File: src/source/be_cfg.svh
`ifndef BE_CFG_SVH
`define BE_CFG_SVH

// Datapath word width
`define BE_XLEN 32

// Architectural register count
`define BE_NUM_AREGS 32

// ROB entries
`define BE_ROB_DEPTH 8

// Multiplier pipeline depth
`define BE_MUL_LATENCY 3

`endif

File: src/source/be_pkg.sv
`default_nettype none

`include "be_cfg.svh"

package be_pkg;

  typedef logic [`BE_XLEN-1:0] xlen_t;

  typedef logic [$clog2(`BE_NUM_AREGS)-1:0] areg_t;

  typedef logic [$clog2(`BE_ROB_DEPTH)-1:0] rob_tag_t;

  // MUL is the only multi-cycle op
  typedef enum logic [2:0] {
    OP_ADD = 3'd0,
    OP_SUB = 3'd1,
    OP_AND = 3'd2,
    OP_OR  = 3'd3,
    OP_XOR = 3'd4,
    OP_MUL = 3'd5
  } alu_op_e;

endpackage

`default_nettype wire

File: src/source/be_ifs.sv
`timescale 1ns/1ps
`default_nettype none

// Dispatch to execute, operands already resolved
interface issue_if;
  import be_pkg::*;

  logic     valid;
  logic     ready;
  alu_op_e  op;
  xlen_t    a;
  xlen_t    b;
  rob_tag_t tag;

  modport producer (output valid, output op, output a, output b, output tag, input ready);
  modport consumer (input valid, input op, input a, input b, input tag, output ready);
endinterface

// ROB allocation plus two operand lookups
interface rob_alloc_if;
  import be_pkg::*;

  logic     alloc_valid;
  areg_t    alloc_rd;
  logic     alloc_ready;
  rob_tag_t alloc_tag;
  rob_tag_t q1_tag;
  rob_tag_t q2_tag;
  logic     q1_done;
  xlen_t    q1_data;
  logic     q2_done;
  xlen_t    q2_data;

  modport dispatch (
    output alloc_valid, output alloc_rd, input alloc_ready, input alloc_tag,
    output q1_tag, output q2_tag,
    input q1_done, input q1_data, input q2_done, input q2_data
  );
  modport rob (
    input alloc_valid, input alloc_rd, output alloc_ready, output alloc_tag,
    input q1_tag, input q2_tag,
    output q1_done, output q1_data, output q2_done, output q2_data
  );
endinterface

interface arf_read_if;
  import be_pkg::*;

  areg_t raddr1;
  areg_t raddr2;
  xlen_t rdata1;
  xlen_t rdata2;

  modport reader (output raddr1, output raddr2, input rdata1, input rdata2);
  modport file (input raddr1, input raddr2, output rdata1, output rdata2);
endinterface

`default_nettype wire

File: src/source/commit_stage.sv
`timescale 1ns/1ps
`default_nettype none

`include "be_cfg.svh"

module commit_stage (
  input  logic           clk_i,
  input  logic           rst_n_i,
  arf_read_if.file       arf,
  input  logic           ret_valid_i,
  input  be_pkg::areg_t  ret_rd_i,
  input  be_pkg::xlen_t  ret_data_i,
  output logic           commit_valid_o,
  output be_pkg::areg_t  commit_rd_o,
  output be_pkg::xlen_t  commit_data_o
);
  import be_pkg::*;

  xlen_t regs_q [`BE_NUM_AREGS];

  // Retiring value wins over the stored one, x0 is hardwired
  function automatic xlen_t read_port(input areg_t addr, input logic wr_en,
                                      input areg_t wr_addr, input xlen_t wr_data,
                                      input xlen_t stored);
    xlen_t val;
    val = stored;
    if (wr_en && (wr_addr == addr)) begin
      val = wr_data;
    end
    if (addr == '0) begin
      val = '0;
    end
    return val;
  endfunction

  assign arf.rdata1 = read_port(arf.raddr1, ret_valid_i, ret_rd_i, ret_data_i,
                                regs_q[arf.raddr1]);
  assign arf.rdata2 = read_port(arf.raddr2, ret_valid_i, ret_rd_i, ret_data_i,
                                regs_q[arf.raddr2]);

  always_ff @(posedge clk_i) begin
    if (!rst_n_i) begin
      for (int i = 0; i < `BE_NUM_AREGS; i++) begin
        regs_q[i] <= '0;
      end
    end else if (ret_valid_i && (ret_rd_i != '0)) begin
      regs_q[ret_rd_i] <= ret_data_i;
    end
  end

  // Commit report, one cycle behind retirement
  always_ff @(posedge clk_i) begin
    if (!rst_n_i) begin
      commit_valid_o <= 1'b0;
    end else begin
      commit_valid_o <= ret_valid_i;
    end
  end

  always_ff @(posedge clk_i) begin
    if (ret_valid_i) begin
      commit_rd_o   <= ret_rd_i;
      commit_data_o <= ret_data_i;
    end
  end

endmodule

`default_nettype wire

File: src/source/dispatch_stage.sv
`timescale 1ns/1ps
`default_nettype none

`include "be_cfg.svh"

module dispatch_stage (
  input  logic              clk_i,
  input  logic              rst_n_i,
  input  logic              instr_valid_i,
  input  be_pkg::alu_op_e   instr_op_i,
  input  be_pkg::areg_t     instr_rd_i,
  input  be_pkg::areg_t     instr_rs1_i,
  input  be_pkg::areg_t     instr_rs2_i,
  input  be_pkg::xlen_t     instr_imm_i,
  input  logic              instr_use_imm_i,
  output logic              instr_ready_o,
  issue_if.producer         issue,
  rob_alloc_if.dispatch     rob,
  arf_read_if.reader        arf,
  input  logic              ret_valid_i,
  input  be_pkg::areg_t     ret_rd_i,
  input  be_pkg::rob_tag_t  ret_tag_i
);
  import be_pkg::*;

  // Pending table, one entry per register
  logic     busy_q  [`BE_NUM_AREGS];
  rob_tag_t owner_q [`BE_NUM_AREGS];

  logic     iss_valid_q;
  alu_op_e  iss_op_q;
  xlen_t    iss_a_q;
  xlen_t    iss_b_q;
  rob_tag_t iss_tag_q;

  logic  busy1;
  logic  busy2;
  logic  src1_ok;
  logic  src2_ok;
  logic  accept;
  xlen_t opnd_a;
  xlen_t opnd_b;

  // ====================
  // Operand gathering
  // ====================
  assign arf.raddr1 = instr_rs1_i;
  assign arf.raddr2 = instr_rs2_i;
  assign rob.q1_tag = owner_q[instr_rs1_i];
  assign rob.q2_tag = owner_q[instr_rs2_i];

  // Register 0 never becomes busy
  assign busy1   = busy_q[instr_rs1_i];
  assign busy2   = busy_q[instr_rs2_i] && !instr_use_imm_i;
  assign src1_ok = !busy1 || rob.q1_done;
  assign src2_ok = !busy2 || rob.q2_done;

  assign opnd_a = busy1 ? rob.q1_data : arf.rdata1;
  assign opnd_b = instr_use_imm_i ? instr_imm_i : (busy2 ? rob.q2_data : arf.rdata2);

  assign instr_ready_o = rob.alloc_ready && src1_ok && src2_ok &&
                         (!iss_valid_q || issue.ready);
  assign accept = instr_valid_i && instr_ready_o;

  assign rob.alloc_valid = accept;
  assign rob.alloc_rd    = instr_rd_i;

  // ====================
  // Issue register
  // ====================
  always_ff @(posedge clk_i) begin
    if (!rst_n_i) begin
      iss_valid_q <= 1'b0;
    end else if (!iss_valid_q || issue.ready) begin
      iss_valid_q <= accept;
    end
  end

  // Only loads when the register is free or draining
  always_ff @(posedge clk_i) begin
    if (accept) begin
      iss_op_q  <= instr_op_i;
      iss_a_q   <= opnd_a;
      iss_b_q   <= opnd_b;
      iss_tag_q <= rob.alloc_tag;
    end
  end

  assign issue.valid = iss_valid_q;
  assign issue.op    = iss_op_q;
  assign issue.a     = iss_a_q;
  assign issue.b     = iss_b_q;
  assign issue.tag   = iss_tag_q;

  // ====================
  // Pending table
  // ====================
  always_ff @(posedge clk_i) begin
    if (!rst_n_i) begin
      for (int i = 0; i < `BE_NUM_AREGS; i++) begin
        busy_q[i] <= 1'b0;
      end
    end else begin
      // Stale tag means a younger writer still owns the register
      if (ret_valid_i && busy_q[ret_rd_i] && (owner_q[ret_rd_i] == ret_tag_i)) begin
        busy_q[ret_rd_i] <= 1'b0;
      end
      if (accept && (instr_rd_i != '0)) begin
        busy_q[instr_rd_i] <= 1'b1;
      end
    end
  end

  always_ff @(posedge clk_i) begin
    if (accept && (instr_rd_i != '0)) begin
      owner_q[instr_rd_i] <= rob.alloc_tag;
    end
  end

  // A pending source never points at the entry being allocated
  a_src_not_tail: assert property (@(posedge clk_i) disable iff (!rst_n_i)
    accept |-> (!(busy1 && (rob.q1_tag == rob.alloc_tag)) &&
                !(busy2 && (rob.q2_tag == rob.alloc_tag))));

endmodule

`default_nettype wire

File: src/source/exec_pipe.sv
`timescale 1ns/1ps
`default_nettype none

`include "be_cfg.svh"

module exec_pipe (
  input  logic              clk_i,
  input  logic              rst_n_i,
  issue_if.consumer         issue,
  output logic              wb_valid_o,
  output be_pkg::rob_tag_t  wb_tag_o,
  output be_pkg::xlen_t     wb_data_o
);
  import be_pkg::*;

  localparam int unsigned MulLat = `BE_MUL_LATENCY;

  logic     mul_v_q   [MulLat];
  rob_tag_t mul_tag_q [MulLat];
  xlen_t    mul_p_q   [MulLat];

  logic     lg_v_q;
  rob_tag_t lg_tag_q;
  xlen_t    lg_res_q;

  logic  is_mul;
  logic  fire;
  xlen_t lg_res;

  assign is_mul = (issue.op == OP_MUL);

  // A logic op now would land on the multiply leaving the pipe next cycle
  assign issue.ready = is_mul || !mul_v_q[MulLat-2];
  assign fire        = issue.valid && issue.ready;

  always_comb begin
    case (issue.op)
      OP_ADD:  lg_res = issue.a + issue.b;
      OP_SUB:  lg_res = issue.a - issue.b;
      OP_AND:  lg_res = issue.a & issue.b;
      OP_OR:   lg_res = issue.a | issue.b;
      OP_XOR:  lg_res = issue.a ^ issue.b;
      default: lg_res = '0;
    endcase
  end

  always_ff @(posedge clk_i) begin
    if (!rst_n_i) begin
      lg_v_q <= 1'b0;
      for (int i = 0; i < MulLat; i++) begin
        mul_v_q[i] <= 1'b0;
      end
    end else begin
      lg_v_q     <= fire && !is_mul;
      mul_v_q[0] <= fire && is_mul;
      for (int i = 1; i < MulLat; i++) begin
        mul_v_q[i] <= mul_v_q[i-1];
      end
    end
  end

  // Low half of the product only
  always_ff @(posedge clk_i) begin
    lg_tag_q     <= issue.tag;
    lg_res_q     <= lg_res;
    mul_tag_q[0] <= issue.tag;
    mul_p_q[0]   <= issue.a * issue.b;
    for (int i = 1; i < MulLat; i++) begin
      mul_tag_q[i] <= mul_tag_q[i-1];
      mul_p_q[i]   <= mul_p_q[i-1];
    end
  end

  assign wb_valid_o = lg_v_q || mul_v_q[MulLat-1];
  assign wb_tag_o   = mul_v_q[MulLat-1] ? mul_tag_q[MulLat-1] : lg_tag_q;
  assign wb_data_o  = mul_v_q[MulLat-1] ? mul_p_q[MulLat-1] : lg_res_q;

  a_single_wb: assert property (@(posedge clk_i) disable iff (!rst_n_i)
    !(lg_v_q && mul_v_q[MulLat-1]));

endmodule

`default_nettype wire

File: src/source/ooo_backend.sv
`timescale 1ns/1ps
`default_nettype none

module ooo_backend (
  input  logic             clk_i,
  input  logic             rst_n_i,
  input  logic             instr_valid_i,
  input  be_pkg::alu_op_e  instr_op_i,
  input  be_pkg::areg_t    instr_rd_i,
  input  be_pkg::areg_t    instr_rs1_i,
  input  be_pkg::areg_t    instr_rs2_i,
  input  be_pkg::xlen_t    instr_imm_i,
  input  logic             instr_use_imm_i,
  output logic             instr_ready_o,
  output logic             commit_valid_o,
  output be_pkg::areg_t    commit_rd_o,
  output be_pkg::xlen_t    commit_data_o
);
  import be_pkg::*;

  issue_if     issue_bus ();
  rob_alloc_if rob_bus ();
  arf_read_if  arf_bus ();

  logic     wb_valid;
  rob_tag_t wb_tag;
  xlen_t    wb_data;

  logic     ret_valid;
  areg_t    ret_rd;
  rob_tag_t ret_tag;
  xlen_t    ret_data;

  // ====================
  // Producer side
  // ====================
  dispatch_stage u_dispatch (
    .clk_i          (clk_i),
    .rst_n_i        (rst_n_i),
    .instr_valid_i  (instr_valid_i),
    .instr_op_i     (instr_op_i),
    .instr_rd_i     (instr_rd_i),
    .instr_rs1_i    (instr_rs1_i),
    .instr_rs2_i    (instr_rs2_i),
    .instr_imm_i    (instr_imm_i),
    .instr_use_imm_i(instr_use_imm_i),
    .instr_ready_o  (instr_ready_o),
    .issue          (issue_bus.producer),
    .rob            (rob_bus.dispatch),
    .arf            (arf_bus.reader),
    .ret_valid_i    (ret_valid),
    .ret_rd_i       (ret_rd),
    .ret_tag_i      (ret_tag)
  );

  exec_pipe u_exec (
    .clk_i     (clk_i),
    .rst_n_i   (rst_n_i),
    .issue     (issue_bus.consumer),
    .wb_valid_o(wb_valid),
    .wb_tag_o  (wb_tag),
    .wb_data_o (wb_data)
  );

  // ====================
  // Buffer and consumer
  // ====================
  reorder_buffer u_rob (
    .clk_i      (clk_i),
    .rst_n_i    (rst_n_i),
    .alloc      (rob_bus.rob),
    .wb_valid_i (wb_valid),
    .wb_tag_i   (wb_tag),
    .wb_data_i  (wb_data),
    .ret_valid_o(ret_valid),
    .ret_rd_o   (ret_rd),
    .ret_tag_o  (ret_tag),
    .ret_data_o (ret_data)
  );

  commit_stage u_commit (
    .clk_i         (clk_i),
    .rst_n_i       (rst_n_i),
    .arf           (arf_bus.file),
    .ret_valid_i   (ret_valid),
    .ret_rd_i      (ret_rd),
    .ret_data_i    (ret_data),
    .commit_valid_o(commit_valid_o),
    .commit_rd_o   (commit_rd_o),
    .commit_data_o (commit_data_o)
  );

endmodule

`default_nettype wire

File: src/source/reorder_buffer.sv
`timescale 1ns/1ps
`default_nettype none

`include "be_cfg.svh"

module reorder_buffer (
  input  logic              clk_i,
  input  logic              rst_n_i,
  rob_alloc_if.rob          alloc,
  input  logic              wb_valid_i,
  input  be_pkg::rob_tag_t  wb_tag_i,
  input  be_pkg::xlen_t     wb_data_i,
  output logic              ret_valid_o,
  output be_pkg::areg_t     ret_rd_o,
  output be_pkg::rob_tag_t  ret_tag_o,
  output be_pkg::xlen_t     ret_data_o
);
  import be_pkg::*;

  localparam int unsigned Depth = `BE_ROB_DEPTH;
  localparam int unsigned CntW  = $clog2(Depth) + 1;
  localparam logic [CntW-1:0] Full = CntW'(Depth);

  logic  done_q [Depth];
  areg_t rd_q   [Depth];
  xlen_t data_q [Depth];

  rob_tag_t        head_q;
  rob_tag_t        tail_q;
  logic [CntW-1:0] count_q;

  logic     alloc_fire;
  logic     retire;
  rob_tag_t wb_offset;

  assign alloc.alloc_ready = (count_q != Full);
  assign alloc.alloc_tag   = tail_q;
  assign alloc_fire        = alloc.alloc_valid && alloc.alloc_ready;

  // ====================
  // Operand queries
  // ====================
  assign alloc.q1_done = done_q[alloc.q1_tag];
  assign alloc.q1_data = data_q[alloc.q1_tag];
  assign alloc.q2_done = done_q[alloc.q2_tag];
  assign alloc.q2_data = data_q[alloc.q2_tag];

  // Head leaves in the cycle after its result arrived
  assign retire      = (count_q != '0) && done_q[head_q];
  assign ret_valid_o = retire;
  assign ret_rd_o    = rd_q[head_q];
  assign ret_tag_o   = head_q;
  assign ret_data_o  = data_q[head_q];

  // ====================
  // Pointers and status
  // ====================
  always_ff @(posedge clk_i) begin
    if (!rst_n_i) begin
      head_q  <= '0;
      tail_q  <= '0;
      count_q <= '0;
      for (int i = 0; i < Depth; i++) begin
        done_q[i] <= 1'b0;
      end
    end else begin
      if (alloc_fire) begin
        done_q[tail_q] <= 1'b0;
        tail_q         <= tail_q + 1'b1;
      end
      if (wb_valid_i) begin
        done_q[wb_tag_i] <= 1'b1;
      end
      if (retire) begin
        head_q <= head_q + 1'b1;
      end
      count_q <= count_q + CntW'(alloc_fire) - CntW'(retire);
    end
  end

  always_ff @(posedge clk_i) begin
    if (alloc_fire) begin
      rd_q[tail_q] <= alloc.alloc_rd;
    end
    if (wb_valid_i) begin
      data_q[wb_tag_i] <= wb_data_i;
    end
  end

  // Distance from head, modulo the buffer size
  assign wb_offset = wb_tag_i - head_q;

  a_wb_live_entry: assert property (@(posedge clk_i) disable iff (!rst_n_i)
    wb_valid_i |-> ((CntW'(wb_offset) < count_q) && !done_q[wb_tag_i]));

  a_no_alloc_full: assert property (@(posedge clk_i) disable iff (!rst_n_i)
    alloc.alloc_valid |-> (count_q != Full));

endmodule

`default_nettype wire

File: config.mk
export PLATFORM = sky130hd
export DESIGN_NAME = ooo_backend
export DESIGN_NICKNAME = d
export VERILOG_FILES = /design/src/source/be_pkg.sv /design/src/source/be_ifs.sv /design/src/source/commit_stage.sv /design/src/source/dispatch_stage.sv /design/src/source/exec_pipe.sv /design/src/source/ooo_backend.sv /design/src/source/reorder_buffer.sv
export VERILOG_INCLUDE_DIRS = /design/src /design/src/source
export SDC_FILE = /design/constraint.sdc
export NUM_CORES = 2
export LEC_CHECK = 0
export CELL_PAD_IN_SITES_DETAIL_PLACEMENT = 0
export CELL_PAD_IN_SITES_GLOBAL_PLACEMENT = 2
export CORE_MARGIN = 2
export CORE_UTILIZATION = 48
export CTS_BUF_LIST = sky130_fd_sc_hd__clkbuf_4 sky130_fd_sc_hd__clkbuf_8
export DETAILED_ROUTE_END_ITERATION = 10
export DONT_BUFFER_PORTS = 1
export GPL_TIMING_DRIVEN = 0
export MAX_ROUTING_LAYER = met4
export PLACE_DENSITY = 0.85
export SYNTH_ARGS = -nofsm -noshare
export SYNTH_HDL_FRONTEND = slang
export SYNTH_HIERARCHICAL = 1
export SYNTH_SLANG_ARGS = --single-unit
File: constraint.sdc
create_clock -name clk_i -period 9.6 [get_ports clk_i]
set_clock_uncertainty 0.2 [all_clocks]
set_input_delay 0.48 -clock clk_i [delete_from_list [all_inputs] [get_ports clk_i]]
set_output_delay 0.48 -clock clk_i [all_outputs]
set_load 0.005 [all_outputs]
==> metrics <==
drt pass-1 iters=6; initial drt markers=12999; worst-path maximum fanout=10; Min-Delay Path Class=in -> reg; die area=224000 um2; placed insts=10869; DRC Markers=0; CP max stage cell=clkbuf_1; Placement Rows=roughly 170; setup TNS=0 ps; fin cells=11526; initial antenna violation count=66; average wire per standard cell=40.4 um; Crit. End Element=flop; RSZ-0062 raised after global routing=false; cell taking the most area after synthesis=edfxtp_1; Core Region=219000 um2; vias in the first global route=75950; worst setup margin=around 13 ps; multi-input logic area=51600 um2; Max-slew headroom=-17.1%; ys async rst share=0%; Post-synth top flop=edfxtp_1; Synth top area share=between 40% and 50%; GRT Total Usage=42.6%; Setup Fix Bufs, Post-CTS=0; failing checks=max-capacitance violations, max-slew violations; Layout fillers=18610; cell with the most instances after synthesis=edfxtp_1; setup slack after placement=-301 ps; Buf/Inv on CP=7; Seq/Total Area, Yosys=47.1%; WL final=approximately 470000 um; register area=49700 um2; Final Hold Vio Count=0; layout cells sized above 1=19.9%; Least-Margin Pin Slew=about 1700 ps; die height=473 um; P&R area growth vs syn=11.7%; vias=78209; Synthesis Warnings=6; Clk pin slew, worst setup/hold paths=60 ps; H-tree depth=5; top cells by area, synth=edfxtp_1, mux4_2, fa_1; reg2reg path depth=25; CTS Sinks=1719; min Tclk post-route=9590 ps; average instance area after synthesis=13.3 um2; CP max stage delay=860 ps; IO buf count=0; vias per cell=6.79; CTS root buf=clkbuf_8; final core occ=53.8%; Nets=just over 9000; period utilization=99.9%; Yosys cell types=102; Req. time, crit path=10260 ps; CP Depth=25; cell mode on critical path=fa_1; detailed placement HPWL=346000 um; Clock Tree Buf Depth=4; CTS tree=done; Final Setup Violations=0; Post-Syn Instances=7906; Ports=93; # Max-Cap Violations=19; Fmax achieved=roughly 100 MHz; initial core utilization=between 40% and 50%; global placer's final weighted congestion=1.08; die width=473 um; Slew Limit Fails=150; TritonCTS Buffers=321; Yosys reg bits=about 1700; first-pass GRT wire length=626000 um; EDFF count, synth=between 1500 and 2000; synth cell count leaders=edfxtp_1, and2_1, mux4_2; hold path depth=3; largest net degree at the start of global routing=55; Critical Path AT=10250 ps; Post-Syn Area=106000 um2; crit-path leading delay family=adder cells; outcome=finished with violations; clock latency on the worst-skew pair=approximately 1100 ps; Worst Setup Start Kind=flop; grt ovf=0; kind of critical path=reg -> reg; Routed Antenna Nets=0
-- layer usage --
metal	track usage [%]	vias up	routed length (um)
met5	-	-	0
met4	24.5	0	33100
met3	13.6	1420	64900
li1	-	30038	-
met2	59.5	6622	198000
met1	54.6	40129	170000
-- flip-flops by register name, indices dropped and copies added, names as in the netlist, named ones only --
name / cells
u_commit/commit_data_o: 32
u_commit/commit_rd_o: 5
u_commit/commit_valid_o: 1
u_commit/regs_q: 1024
u_dispatch/busy_q: 32
u_dispatch/issue.a: 32
u_dispatch/issue.b: 32
u_dispatch/issue.op: 3
u_dispatch/issue.tag: 3
u_dispatch/issue.valid: 1
u_dispatch/owner_q: 96
u_exec/lg_res_q: 32
u_exec/lg_v_q: 1
u_exec/mul_p_q: 96
u_exec/mul_tag_q: 9
u_exec/mul_v_q: 3
u_rob/alloc.alloc_tag: 3
u_rob/count_q: 4
u_rob/data_q: 256
u_rob/done_q: 8
u_rob/rd_q: 40
u_rob/ret_tag_o: 3
-- path summary, 6_finish.rpt --
path,from,to,slack [ps]
max,u_dispatch/issue.a[10],u_exec/mul_p_q[0][31],10
min,instr_imm_i[25],u_dispatch/issue.b[25],80
min reg2reg,u_exec/mul_p_q[0][60],u_exec/mul_p_q[0][92],90
max reg2reg,u_dispatch/issue.a[10],u_exec/mul_p_q[0][31],10
-- area by class of cell --
cell class	instances	area share, %
multi-input cells	5078	43.8
flip-flops and latches	1719	42.1
clock buffers	441	4.60
well taps	2871	3.05
plain buffers	658	2.59
inverters	481	1.54
repair buffers	110	1.46
clock inverters	108	0.688
diodes	60	0.127
-- worst reg2reg max path, stage by stage, from the launching register on --
cell	delay, ps
edfxtp_1	530
clkbuf_1	870
inv_1	250
clkbuf_1	450
nor2_1	250
fa_1	460
fa_1	450
fa_1	590
inv_1	60
fa_1	480
inv_1	50
fa_1	490
inv_1	50
fa_1	530
inv_1	50
fa_1	390
fa_1	430
ha_1	380
a21oi_1	90
o21ai_0	280
a21o_1	150
a31o_2	260
a21oi_1	150
o21ai_0	570
a31oi_1	380
xnor2_1	520
-- layout by cell type, fill, tap and decap left out, drive strengths merged, types with 11 or more instances in the layout --
| cell type | Yosys | layout |
|---|---|---|
| and2 | 1010 | 1010 |
| nor3 | 34 | 34 |
| ha | 226 | 226 |
| dfxtp | 196 | 196 |
| a211oi | 56 | 56 |
| mux2i | 410 | 410 |
| o22ai | 79 | 79 |
| buf | 231 | 290 |
| a221oi | 14 | 14 |
| and3 | 11 | 11 |
| a221o | 28 | 28 |
| clkbuf | 430 | 865 |
| clkinv | 20 | 105 |
| a22oi | 111 | 111 |
| xor2 | 36 | 36 |
| mux4 | 676 | 676 |
| o221ai | 40 | 40 |
| nor2 | 443 | 443 |
| fa | 410 | 410 |
| dlygate4sd3 | 0 | 49 |
| nor4 | 11 | 11 |
| o211ai | 13 | 13 |
| bufinv | 0 | 12 |
| xnor2 | 122 | 122 |
| a32o | 32 | 32 |
| nand2 | 431 | 431 |
| a21o | 27 | 27 |
| o21ai | 207 | 207 |
| a21oi | 148 | 148 |
| nand3 | 29 | 29 |
| diode | 0 | 60 |
| edfxtp | 1523 | 1523 |
| o21a | 22 | 22 |
| a31oi | 45 | 45 |
| nand2b | 22 | 22 |
| nor2b | 27 | 27 |
| inv | 461 | 465 |
| nand3b | 15 | 15 |
| mux2 | 184 | 184 |
| conb | 2 | 35 |
-- metrics by stage --
| step | instance area, um2 | hold WS, ps |
|---|---|---|
| floorplan | 106000 | 110 |
| global placement | 109000 | 110 |
| detailed placement | 111000 | 112 |
| CTS | 118000 | 14.0 |
| global route | 118000 | 58.6 |
| finish | 118000 | 81.5 |
-- logic make-up (layout without fill, tap and decap cells) --
family / count (synthesis) / count (layout) / synth area share [%]
AND/OR/NAND/NOR: 2096 / 2096 / 10.6
AO/OA/AOI/OAI: 883 / 883 / 5.65
buffers and inverters: 1142 / 1798 / 4.55
XOR/XNOR: 158 / 158 / 1.33
flip-flops: 1719 / 1719 / 47.1
other: 2 / 95 / 0.00712
multiplexers: 1270 / 1270 / 20.4
adder cells (fa/ha/maj): 636 / 636 / 10.5
-- repair_timing --
action	in CTS	in global routing
setup endpoints to repair	2	1
gates resized for setup	5	24
endpoints found under the hold margin	303	0
hold buffers	49	0
Power is left out: the tool's default activity adds up to more than one toggle a clock period on the data nets, which glitch-free logic cannot reach.
